`src/logic/bp_pkg.sv`:
```
package bp_pkg;

	// table geometry
	localparam int XLEN = 32;
	localparam int INDEX_BITS = 9;
	localparam int TABLE_DEPTH = 1 << INDEX_BITS;

	// instructions are word aligned, so the index starts at pc bit 2
	localparam int INDEX_LSB = 2;
	localparam int TAG_BITS = XLEN - INDEX_BITS - INDEX_LSB;

	localparam logic [XLEN-1:0] RESET_PC = '0;

	// major opcodes the predictor tells apart
	typedef enum logic [6:0] {
		OP_BRANCH = 7'b1100011,
		OP_OTHER  = 7'b0000000
	} opcode_t;

	// 2-bit saturating counter, msb set means predict taken
	typedef enum logic [1:0] {
		STRONG_NT = 2'b00,
		WEAK_NT   = 2'b01,
		WEAK_T    = 2'b10,
		STRONG_T  = 2'b11
	} bht_state_t;

	// fetch controller
	typedef enum logic {
		ST_CLEAR = 1'b0,
		ST_RUN   = 1'b1
	} ctrl_state_t;

endpackage

```
`src/logic/pc_gen.sv`:
```
module pc_gen
	import bp_pkg::*;
(
	input  logic            CLK,
	input  logic            rst_n,
	input  logic            fetch,
	input  logic [XLEN-1:0] next_pc,
	input  logic            redirect,
	input  logic [XLEN-1:0] redirect_pc,
	output logic [XLEN-1:0] pc
);

	logic [XLEN-1:0] pc_q;

	always_ff @(posedge CLK) begin
		if (!rst_n) begin
			pc_q <= RESET_PC;
		end else if (redirect) begin
			// execute stage correction beats the prediction
			pc_q <= redirect_pc;
		end else if (fetch) begin
			pc_q <= next_pc;
		end
	end

	assign pc = pc_q;

endmodule

```
`config.mk`:
```
export PLATFORM = sky130hd
export DESIGN_NAME = pc_gen
export DESIGN_NICKNAME = d
export VERILOG_FILES = /design/src/logic/bp_pkg.sv /design/src/logic/pc_gen.sv
export SDC_FILE = /design/constraint.sdc
export NUM_CORES = 1
export LEC_CHECK = 0
export BUFFER_PORTS_ARGS = -buffer_cell sky130_fd_sc_hd__buf_2
export CAP_MARGIN = 20
export CORE_MARGIN = 5
export CORE_UTILIZATION = 46
export CTS_BUF_LIST = sky130_fd_sc_hd__clkbuf_4 sky130_fd_sc_hd__clkbuf_8
export CTS_CLUSTER_DIAMETER = 100
export DETAILED_ROUTE_END_ITERATION = 7
export GPL_TIMING_DRIVEN = 0
export PLACE_DENSITY = 0.83
export RECOVER_POWER = 100
export SLEW_MARGIN = 10
export SYNTH_ARGS = -nofsm -noshare
export SYNTH_HDL_FRONTEND = slang
export SYNTH_SLANG_ARGS = --single-unit
```
`constraint.sdc`:
```
create_clock -name CLK -period 1.1 [get_ports CLK]
set_input_delay 0.055 -clock CLK [delete_from_list [all_inputs] [get_ports CLK]]
set_output_delay 0.055 -clock CLK [all_outputs]
set_load 0.1 [all_outputs]
```
[Word level (Yosys, flattened, before mapping)]
Index checks and enable logic that the tools add are counted.
Storage, ports and cells
  flip-flop bits (word level): 32
  output and inout port bits: 32
  logic and storage cells: 4
Cells by class
  multiplexer cells: 2
  reductions and logical operators: 1
Operator list (number)
  $mux W32: 2
  $reduce_bool A2 Y1: 1

[Longest topological paths before layout]
  depth in word-level cells: 2
  mapped depth: 4
  mapped depth without buffers: 2

[Worst setup path before layout]
OpenSTA, ideal clock, no wires.
  path type: register to register
  from: reg pc[29] (netlist name)
  to: reg pc_q[29] (netlist: pc[29])
  arrival: 1.333 ns
  setup slack: -0.291 ns
  cell stages (with the launch flop): 3
  path buffers: 0
  period minus slack after synthesis: 1.391 ns
  path through: dfxtp_1 -> mux2_2 -> o211a_1
RTL lines
  end signal: assignment: RTL line pc_gen.sv:20  | pc_q <= redirect_pc;
  end signal: assignment: RTL line pc_gen.sv:22  | pc_q <= next_pc;
  end: declaration: RTL line pc_gen.sv:13  | logic [XLEN-1:0] pc_q;

[Worst setup path after layout]
  from: reg pc_q[18] (netlist: pc[18])
  to: out pc[18]
RTL lines
  end: declaration: RTL line pc_gen.sv:10  | output logic [XLEN-1:0] pc
No word-level cell between the ends.

==> reports/metrics.yaml <==
clocking:
  cts_tree: "built"
  cts_setup_buffers: 0
  clock-root-buffer: "clkbuf_8"
  ctsLongestPathBuffers: 2
  cts_max_level: 2
  numClockSinks: 32
  clk_pin_slew_ps: 60
  cts_buffers: 5
  clock_latency_ps: 280
  post_cts_resized: 30
  ctsHoldBuffers: 0
detailed_routing:
  wirelength_mm: 4.62
  ant_nets: 0
  drt_iter0_markers: 62
  num_vias: 1492
  first_pass_iters: 4
  via_per_inst: 5.06
  drc: 0
  wl_per_cell_um: 15.7
grt:
  grt_pass1_wl_mm: 7.53
  first_global_vias: 1583
  grt-ovfl-total: 0
  groute.usage.overall: 0.183
  grt_max_degree: 11
  antenna_found_initial: 0
sta:
  max-slew-margin-rel: 0.684
  tightest_slew_ps: 473
  maxSlewViolCount: 0
  fmax_mhz: 973
  min_period_ps: 1030
  setup_viol: 0
  rsz0062_at_grt: "false"
  hold_viol_final: 0
  period_share: 0.934
  setup_slack_ps: 72.3
  finClkSkew_ps: 0
synth:
  yosysSeqAreaShare: 0.360
  yosysTopAreaCell: "dfxtp_1"
  netlist_top_cells_area: "dfxtp_1 36%, mux2_4 25%, o211a_1 18%"
  yosys_warnings: 0
  synth.avg_cell_area_um2: 12.6
  yosysUniqueCellTypes: 11
  yosys_register_bits: 32
  syn_inst: 141
  netlist_area_um2: 1780
  synth_top_area_frac: 0.360
  syn-num-nets: 209
finish:
  layout-drive-gt1-share: 0.595
  fill_cells: 342
  layout-area-overhead-vs-synth_pct: 40.8
  nets: 314
  largest_reg_flops: 32
  antenna_cells: 0
worst_setup_path:
  r2r_end: "pc[24]$_SDFFE_PN0P_"
  slowest_delay_ps: 350
  crit_path_top_delay_cell: "dfxtp_1"
  r2r_setup_slack_ps: 170
  start_kind: "register"
  critPathKind: "register to output pin"
  worst_r2r_path_depth: 2
  path_buf_inv: 1
  worstSetupEndpointType: "output pin"
  path_cells: "clkbuf_4"
  cp.arrival_ps: 970
  critPathTopFamily: "flip-flops"
  r2r_start: "pc[24]$_SDFFE_PN0P_"
  worst-path-max-fanout: 2
  cp.required_ps: 1040
power:
  vdd_drop_max_v: 0.000970
  power_density_nw_per_um2: 1400
  p_total_mw: 3.50
  leakage_nw: 1.44
die:
  die_w_um: 72.2
  die-height_um: 72.2
  rows: 22
  start_util: 0.478
  io_pins: 100
  coreArea_um2: 3720
  die_area_um2: 5210
placed_design:
  gp_congestion: 0.792
  post-place-ws_ps: -2.71
  port_buffers: 98
  place_hpwl_mm: 3.43
min_path:
  min_to: "pc[31]$_SDFFE_PN0P_"
  min_path_type: "primary input to register"
  min_path_cells: 2
  min_from: "rst_n"
outcome:
  status: "complete, no violations"
job:
  max_cap_viol_count: 0
metrics by stage:
stage | hold slack [ps] | util | setup TNS (ps) | cell area, µm² | std cells
2_1_floorplan | 178 | - | -0.244 | 1900 | 141
3_5_place_dp | 338 | 0.658 | -2.71 | 2450 | 287
3_3_place_gp | 332 | 0.658 | 0 | 2450 | 287
6_report | 58.2 | 0.674 | 0 | 2500 | 295
4_1_cts | 50.2 | 0.703 | 0 | 2610 | 295
5_1_grt | 67.6 | 0.674 | 0 | 2500 | 295
kinds of logic (layout without fill, tap and decap cells):
logic type	after synthesis	after routing	share of synthesized area
simple gates	32	32	0.127
mux	32	32	0.266
flops	32	32	0.360
buf+inv	13	119	0.0661
compound gates	32	32	0.180
metal layers:
metal / track usage / vias to the layer above / part of all wire
li1: - / 717 / -
met3: 0.0734 / 8 / 0.094
met5: 0 / - / 0
met4: 0.0605 / 0 / 0.015
met1: 0.213 / 701 / 0.42
met2: 0.303 / 66 / 0.47
placed cells by master (no fill, tap or decap), drive strengths merged:
| master | Yosys | routed |
|---|---|---|
| mux2 | 32 | 32 |
| clkbuf | 5 | 40 |
| dfxtp | 32 | 32 |
| o211a | 32 | 32 |
| buf | 8 | 79 |
| nand2b | 11 | 11 |
| or2b | 21 | 21 |
worst max-delay path by stage:
stage | startpoint | end | slack, ps | cells after the start
floorplan | pc[29]$_SDFFE_PN0P_ | pc[29]$_SDFFE_PN0P_ | -0.2 | 2
global placement | redirect | pc[11]$_SDFFE_PN0P_ | 30 | 4
detailed placement | redirect | pc[16]$_SDFFE_PN0P_ | -3 | 4
CTS | pc[1]$_SDFFE_PN0P_ | pc[1] | 4 | 1
global route | pc[30]$_SDFFE_PN0P_ | pc[30] | 40 | 1
finish | pc[18]$_SDFFE_PN0P_ | pc[18] | 70 | 1
final cells by class:
type	count	area (µm²)	share of cell area
flip-flops and latches	32	693	0.277
clock buffers	8	91.3	0.0365
well taps	48	60.1	0.0240
multi-input cells	96	971	0.388
repair buffers	98	571	0.228
plain buffers	13	118	0.0470
report_power, final:
group | leakage, nW | internal [mW] | total (mW) | switching, mW
Combinational | 1.12 | 0.423 | 1.28 | 0.859
Clock | 0.0498 | 0.523 | 0.934 | 0.411
Sequential | 0.275 | 1.24 | 1.29 | 0.0444
cells in the mapped netlist, drive strengths merged:
library cell and count:
dfxtp 32, buf 8, o211a 32, clkbuf 5
or2b 21, nand2b 11, mux2 32
Note: power is estimated with default switching activity, not from simulation.
