==> config.mk <==
export PLATFORM = sky130hd
export DESIGN_NAME = table_clear_counter
export DESIGN_NICKNAME = d
export VERILOG_FILES = /design/src/logic/bp_pkg.sv /design/src/logic/table_clear_counter.sv
export SDC_FILE = /design/constraint.sdc
export NUM_CORES = 1
export LEC_CHECK = 0
export BUFFER_PORTS_ARGS = -buffer_cell sky130_fd_sc_hd__buf_2
export CORE_AREA = 3 3 40 42
export DETAILED_ROUTE_END_ITERATION = 16
export DIE_AREA = 0 0 43 45
export GPL_TIMING_DRIVEN = 1
export PLACE_DENSITY_LB_ADDON = 0.15
export SYNTH_ARGS = -nofsm -noshare
export SYNTH_HDL_FRONTEND = slang
export SYNTH_SLANG_ARGS = --single-unit
==> constraint.sdc <==
create_clock -name CLK -period 3.4 [get_ports CLK]
set_input_delay 0.68 -clock CLK [delete_from_list [all_inputs] [get_ports CLK]]
set_output_delay 0.68 -clock CLK [all_outputs]
set_load 0.005 [all_outputs]
==> src/logic/bp_pkg.sv <==
package bp_pkg;

	// table geometry
	localparam int XLEN = 32;
	localparam int INDEX_BITS = 9;
	localparam int TABLE_DEPTH = 1 << INDEX_BITS;

	// instructions are word aligned, so the index starts at pc bit 2
	localparam int INDEX_LSB = 2;
	localparam int TAG_BITS = XLEN - INDEX_BITS - INDEX_LSB;

	localparam logic [XLEN-1:0] RESET_PC = '0;

	// major opcodes the predictor tells apart
	typedef enum logic [6:0] {
		OP_BRANCH = 7'b1100011,
		OP_OTHER  = 7'b0000000
	} opcode_t;

	// 2-bit saturating counter, msb set means predict taken
	typedef enum logic [1:0] {
		STRONG_NT = 2'b00,
		WEAK_NT   = 2'b01,
		WEAK_T    = 2'b10,
		STRONG_T  = 2'b11
	} bht_state_t;

	// fetch controller
	typedef enum logic {
		ST_CLEAR = 1'b0,
		ST_RUN   = 1'b1
	} ctrl_state_t;

endpackage

==> src/logic/table_clear_counter.sv <==
module table_clear_counter
	import bp_pkg::*;
(
	input  logic                  CLK,
	input  logic                  rst_n,
	input  logic                  clearing,
	output logic [INDEX_BITS-1:0] clear_index,
	output logic                  clear_done
);

	localparam logic [INDEX_BITS-1:0] LAST_INDEX = INDEX_BITS'(TABLE_DEPTH - 1);

	logic [INDEX_BITS-1:0] index_q;

	always_ff @(posedge CLK) begin
		if (!rst_n) begin
			index_q <= '0;
		end else if (clearing) begin
			// one entry per cycle, wraps back to zero after the last one
			if (index_q == LAST_INDEX) begin
				index_q <= '0;
			end else begin
				index_q <= index_q + 1'b1;
			end
		end else begin
			index_q <= '0;
		end
	end

	assign clear_index = index_q;
	assign clear_done  = clearing && (index_q == LAST_INDEX);

endmodule

* Word level (Yosys, flattened, before mapping) *
Index checks and enable logic that the tools add are counted.

storage, ports and cells
  flip-flop bits (word level) = 9
  bits of input ports = 3
  output and inout port bits = 10
  word-level logic and storage cells = 7

cells by class
  $add $sub $neg = 1
  eq/ne operators = 1
  bitwise gates (word level) = 2
  reduce and logical (&&, ||, !) cells = 2

operators by type and width
  operator                                      number
  adder 9 x 1 -> 9 bit (second input constant)  1
  == test 9 bit (second input constant)         1
  OR reduction 3 bit                            1
  NOT 1 bit                                     2
  logical AND 1 bit                             1

* Logic depth before layout (Yosys ltp) *
Gate-level depths: netlist of run 1.

  word-level depth = 2
  depth in mapped cells = 7
  mapped depth without buffers = 6

* Least setup slack after synthesis of run 1 *
OpenSTA, ideal clock, no wires.

  path kind = register to output
  start = reg index_q[0], in the netlist clear_index[0]
  end = out clear_done
  arrival = 1.068 ns
  slack = 1.652 ns
  cell stages (with the launch flop) = 6
  buffers on the path = 0
  path through = dfxtp_1 > ha_1 > nand3_1 > nor2_1 > ha_1 > and2_1

on the way
  longest elaborated chain between the ends = 2

ends and longest elaborated chain
  what                      RTL line                   text
  start: declaration        table_clear_counter.sv:13  logic [INDEX_BITS-1:0] index_q;
  start signal: assignment  table_clear_counter.sv:23  index_q <= index_q + 1'b1;
  == test 9 bit             table_clear_counter.sv:31  assign clear_done = clearing && (index_q == LAST_INDEX);
  logical AND 1 bit         table_clear_counter.sv:31
  end: declaration          table_clear_counter.sv:8   output logic clear_done

Every way passes these cells.

* Worst setup path in the final report of run 1 *
Ends and elaborated chain as after synthesis.

==> flow_summary_export.csv, run 1 <==
group,metric,value,unit
cts,cts_sinks,9,
sta,rsz0062_at_grt,"no",
pwr,fin_total_pwr,0.196,mW
layout,areaGrowthSynthToFinish,26.6,%
floorplan,start_util,29.6,%
layout,final_cell_area,482,um^2
setup_path,start_kind,"register",
yosys,avgSynthCellArea,9.06,um^2
cts,cts_max_level,1,
setup_path,end_kind,"primary output",
sta,fmax,461,MHz
cts,root_buffer,"clkbuf_4",
grt,overflow,0,
route,drc,0,
run_status,outcome,"complete, no violations",
sta,hold_viol,0,
pwr,cellPowerDensity,407,nW/um^2
route,dr.pass1.iters,2,
layout,final_cell_mix,"buf_2, dfxtp_1, nor2_1",
yosys,synth_nets,47,
cts,tritoncts.num_buffers,3,
sta,skew,0.00195,ns
floorplan,die_w,43,um
grt,grt_pass1_vias,310,
route,drt-total-wl,721,um
setup_path,arrival,1.49,ns
placement,dpl.hpwl,562,um
sta,drv_slew,0,
layout,fillers,143,
setup_path,cp_max_fo,4,
yosys,synth_cell_type_count,15,
grt,grt_start_max_net_pins,8,
sta,whs,0.479,ns
grt,antenna_found_initial,0,
grt,grt_pass1_wl,1280,um
sta,slew_headroom,84.6,%
route,vias_per_cell,4.51,
sta,min_period_over_period,63.8,%
placement,portBuffers,12,
min_path,hold_class,"register to register",
route,route.detailed.wl_per_inst,10.0,um
job,drv_cap,0,
sta,setup_tns,0,ns
yosys,ys_warn_count,0,
route,antenna_left,0,
yosys,syn_inst,42,
pwr,ir_drop,0.191,mV
yosys,syn_area,380,um^2
yosys,synth_seq_cells,9,
cts,cts_tree,"yes",
sta,finalSetupViolCount,0,
cts,cts.clk_slew.worst_paths,0.06,ns
cts,clk_latency,0.26,ns
cts,postCtsHoldBufs,0,
cts,post_cts_resized,0,
layout,nets,63,
floorplan,dieArea,1940,um^2
layout,largest_reg_flops,9,
floorplan,design.core.area,1280,um^2
placement,dpl_cell_area,455,um^2
sta,period_needed,2.17,ns
floorplan,num_io_pins,13,
yosys,yosysSeqAreaShare,47.4,%
floorplan,die_h,45,um
layout,drive_above_1_share,31.6,%
sta,tightest_slew,0.231,ns
route,detail_route.iter0.violations,7,
cts,post-cts-setup-buffer-count,0,
layout,n_antenna_cell,0,
cts,clk_path_buf_depth,2,
route,vias,325,
layout,final_util,37.5,%
floorplan,rows,13,
grt,track_usage,9.33,%
setup_path,worstPathRequired,2.72,ns
layout,final_common_cell,"buf_2",
placement,gp_congestion,0.638,
setup_path,worstSetupPathType,"register to primary output",
pwr,p_leak,0.219,nW
-- synthesized netlist by cell type --
library cell | number | share of area (%)
ha_1 | 2 | 6.6
xor2_1 | 2 | 4.6
o21ai_0 | 3 | 3.9
nand2_1 | 3 | 3.0
nand3_1 | 3 | 3.9
nand4_2 | 1 | 3.3
or3_1 | 3 | 4.9
nand3_2 | 1 | 2.6
a21oi_1 | 3 | 3.9
clkbuf_1 | 1 | 0.99
dfxtp_1 | 9 | 47
xnor2_1 | 1 | 2.3
nor2_1 | 6 | 5.9
and2_1 | 3 | 4.9
or2_2 | 1 | 1.6
-- worst max-delay path, stage by stage (launching register included) --
cell	delay, ns
dfxtp_1	0.38
ha_1	0.24
nand3_1	0.10
nor2_1	0.12
ha_1	0.18
and2_1	0.12
buf_2	0.10
-- final timing paths --
| path | start | endpoint | slack (ns) | cells past startpoint |
|---|---|---|---|---|
| setup / recovery | clear_index[0] | clear_done | 1.23 | 6 |
| hold reg to reg | clear_index[0] | clear_index[0] | 0.48 | 1 |
| hold / removal | clear_index[0] | clear_index[0] | 0.48 | 1 |
| setup reg to reg | clear_index[0] | clear_index[5] | 1.92 | 6 |
-- stage by stage --
stage / worst slack, ns / std cells
final: 1.23 / 72
after CTS: 1.20 / 72
after detailed placement: 1.50 / 68
after global routing: 1.07 / 72
after floorplan: 1.65 / 42
after global placement: 1.50 / 68
-- layer usage --
layer | GRT usage (%) | up-vias | part of all wire, %
met5 | 0 | - | 0
met4 | 5.42 | 0 | 0
met3 | 5.98 | 0 | 8.2
met2 | 13.8 | 12 | 42
met1 | 10.1 | 140 | 50
li1 | - | 173 | -
-- cells by family after synthesis --
kind of cell | Yosys count | synth area share (%)
buffers and inverters | 1 | 0.986
xor gates and xnor gates | 3 | 6.91
adders and majority gates | 2 | 6.58
and+or+nand+nor | 21 | 30.3
DFF | 9 | 47.4
AOI/OAI and AO/OA | 6 | 7.89
-- final cells by class --
| cell class | instances | area [um^2] | area share (%) |
|---|---|---|---|
| Clock buffer | 4 | 26.3 | 5.45 |
| Multi-Input combinational cell | 32 | 196 | 40.8 |
| Sequential cell | 9 | 180 | 37.4 |
| Tap cell | 15 | 18.8 | 3.90 |
| Timing Repair Buffer | 12 | 60.1 | 12.5 |
-- power breakdown --
group          switching [mW]  internal (mW)  total, mW
Combinational         0.00312        0.00288    0.00600
Clock                  0.0371         0.0452     0.0823
Sequential            0.00118          0.107      0.108
Total                  0.0414          0.155      0.196
No activity file was read; power rests on OpenSTA's default activity.
==> run 2: changes to the inputs <==
- clock period: 3.4 -> 1.92 ns (I/O delays scaled with it)
==> run 2 against run 1 <==
  * Setup slack worse by 1.1 ns
  * Design area is 3.1% higher
  * Global-route usage hardly changed
  * Clock power is 73% higher
  * Sequential cell count stayed put
  * Hold slack worse by 0.0053 ns
  * Non-clock buffer count stayed put
  * Sequential power is 78% higher
  * Sequential share of layout area is 0.63 points lower
  * Clock skew is 0.0011 ns higher
  * Combinational power is 85% higher
  * Wire length is 6.5% higher
  * Largest power group unchanged
  * Highest routed layer is now met4
==> flow_summary_export.csv, run 2 (synthesis gave the netlist of run 1 again) <==
group,metric,value,unit
placement,gp_congestion,0.609,
floorplan,dieArea,1940,um^2
setup_path,end_kind,"primary output",
run_status,outcome,"complete, no violations",
sta,fmax,560,MHz
route,dr.pass1.iters,2,
sta,setup_tns,0,ns
route,drt-total-wl,768,um
route,met1Wirelength,357,um
min_path,hold_end,"clear_index[0]",
setup_path,cp_max_fo,6,
setup_path,r2r_cells,6,
grt,antenna_found_initial,0,
setup_path,r2r-start,"clear_index[0]",
placement,dpl.hpwl,594,um
grt,grt_pass1_wl,1350,um
sta,drv_slew,0,
cts,postCtsHoldBufs,0,
layout,n_antenna_cell,0,
layout,final_common_cell,"buf_2",
setup_path,r2r_end,"clear_index[7]",
layout,final_cell_mix,"buf_2, dfxtp_1, nor2_1",
layout,drive_above_1_share,36.8,%
grt,grt_pass1_vias,323,
cts,root_buffer,"clkbuf_4",
layout,largest_reg_flops,9,
cts,cts_tree,"yes",
sta,period_needed,1.79,ns
setup_path,worstPathRequired,1.54,ns
route,vias,340,
pwr,cellPowerDensity,696,nW/um^2
sta,whs,0.474,ns
floorplan,start_util,29.6,%
route,vias_per_cell,4.72,
route,detail_route.iter0.violations,5,
sta,min_period_over_period,93.0,%
route,drc,0,
min_path,min_from,"clear_index[0]",
setup_path,arrival,1.40,ns
min_path,min_path_cells,1,
floorplan,die_h,45,um
setup_path,rrSetupSlack,0.50,ns
setup_path,worstSetupPathType,"register to primary output",
floorplan,die_w,43,um
cts,cts_max_level,1,
sta,slew_headroom,84.4,%
grt,overflow,0,
cts,cts_sinks,9,
cts,tritoncts.num_buffers,3,
cts,post-cts-setup-buffer-count,0,
route,wl_met2,352,um
route,route.met3.wl,53,um
sta,tightest_slew,0.234,ns
route,route.detailed.wl_per_inst,10.7,um
cts,cts.clk_slew.worst_paths,0.06,ns
pwr,ir_drop,0.305,mV
floorplan,rows,13,
route,dr.max_layer_used,"met4",
min_path,hold_class,"register to register",
cts,clk_path_buf_depth,2,
grt,track_usage,9.33,%
floorplan,num_io_pins,13,
pwr,p_leak,0.218,nW
grt,grt_start_max_net_pins,8,
sta,rsz0062_at_grt,"no",
sta,hold_viol,0,
sta,finalSetupViolCount,0,
setup_path,start_kind,"register",
layout,areaGrowthSynthToFinish,30.6,%
route,antenna_left,0,
floorplan,design.core.area,1280,um^2
sta,skew,0.00309,ns
layout,nets,63,
cts,clk_latency,0.25,ns
placement,portBuffers,12,
job,drv_cap,0,
## run 2: layout make-up
type                    count  area, um^2
fillers                   144         788
repair buffers             12        60.1
clock buffers               4        26.3
well taps                  15        18.8
multi-input cells          32         209
flip-flops and latches      9         183
## run 2: stage by stage
stage | std cells | instance area [um^2] | setup WS, ns | total power, mW | util [%]
final | 72 | 497 | 0.135 | 0.346 | 38.7
after global placement | 68 | 455 | 0.312 | 0.206 | 35.4
after floorplan | 42 | 380 | 0.431 | 0.201 | -
after CTS | 72 | 484 | 0.00328 | 0.354 | 37.7
after global routing | 72 | 497 | 0.0112 | 0.369 | 38.7
after detailed placement | 68 | 455 | 0.270 | 0.206 | 35.4
## run 2: worst max-delay path by stage
stage	start	end	slack (ns)
global route	clear_index[3]	clear_done	0.01
floorplan	clear_index[0]	clear_index[5]	0.43
detailed placement	clear_index[0]	clear_done	0.27
finish	clear_index[3]	clear_done	0.13
global placement	clear_index[0]	clear_done	0.31
CTS	clear_index[0]	clear_done	0.003
## run 2: power by group
part / switching, mW / leakage (nW) / internal, mW
sequential: 0.00306 / 0.0735 / 0.189
clock: 0.0623 / 0.0150 / 0.0799
combinational: 0.00558 / 0.129 / 0.00557
total: 0.0709 / 0.218 / 0.275
## run 2: what timing repair did
action | in CTS | in global routing
gates resized for setup | 1 | 3
endpoints found under the setup margin | 1 | 1
hold endpoints to repair | 0 | 0
## run 2: critical path, stage by stage, from the launching register on
cell and delay, ns:
dfxtp_1 0.43, nand4_2 0.15, nor2_1 0.15, ha_1 0.19, and2_1 0.12, buf_2 0.10
## run 2: per-layer routing
layer / vias up / track usage (%)
met1: 156 / 11.8
li1: 172 / -
met4: 0 / 5.42
met5: - / 0
met3: 2 / 3.59
met2: 10 / 13.5
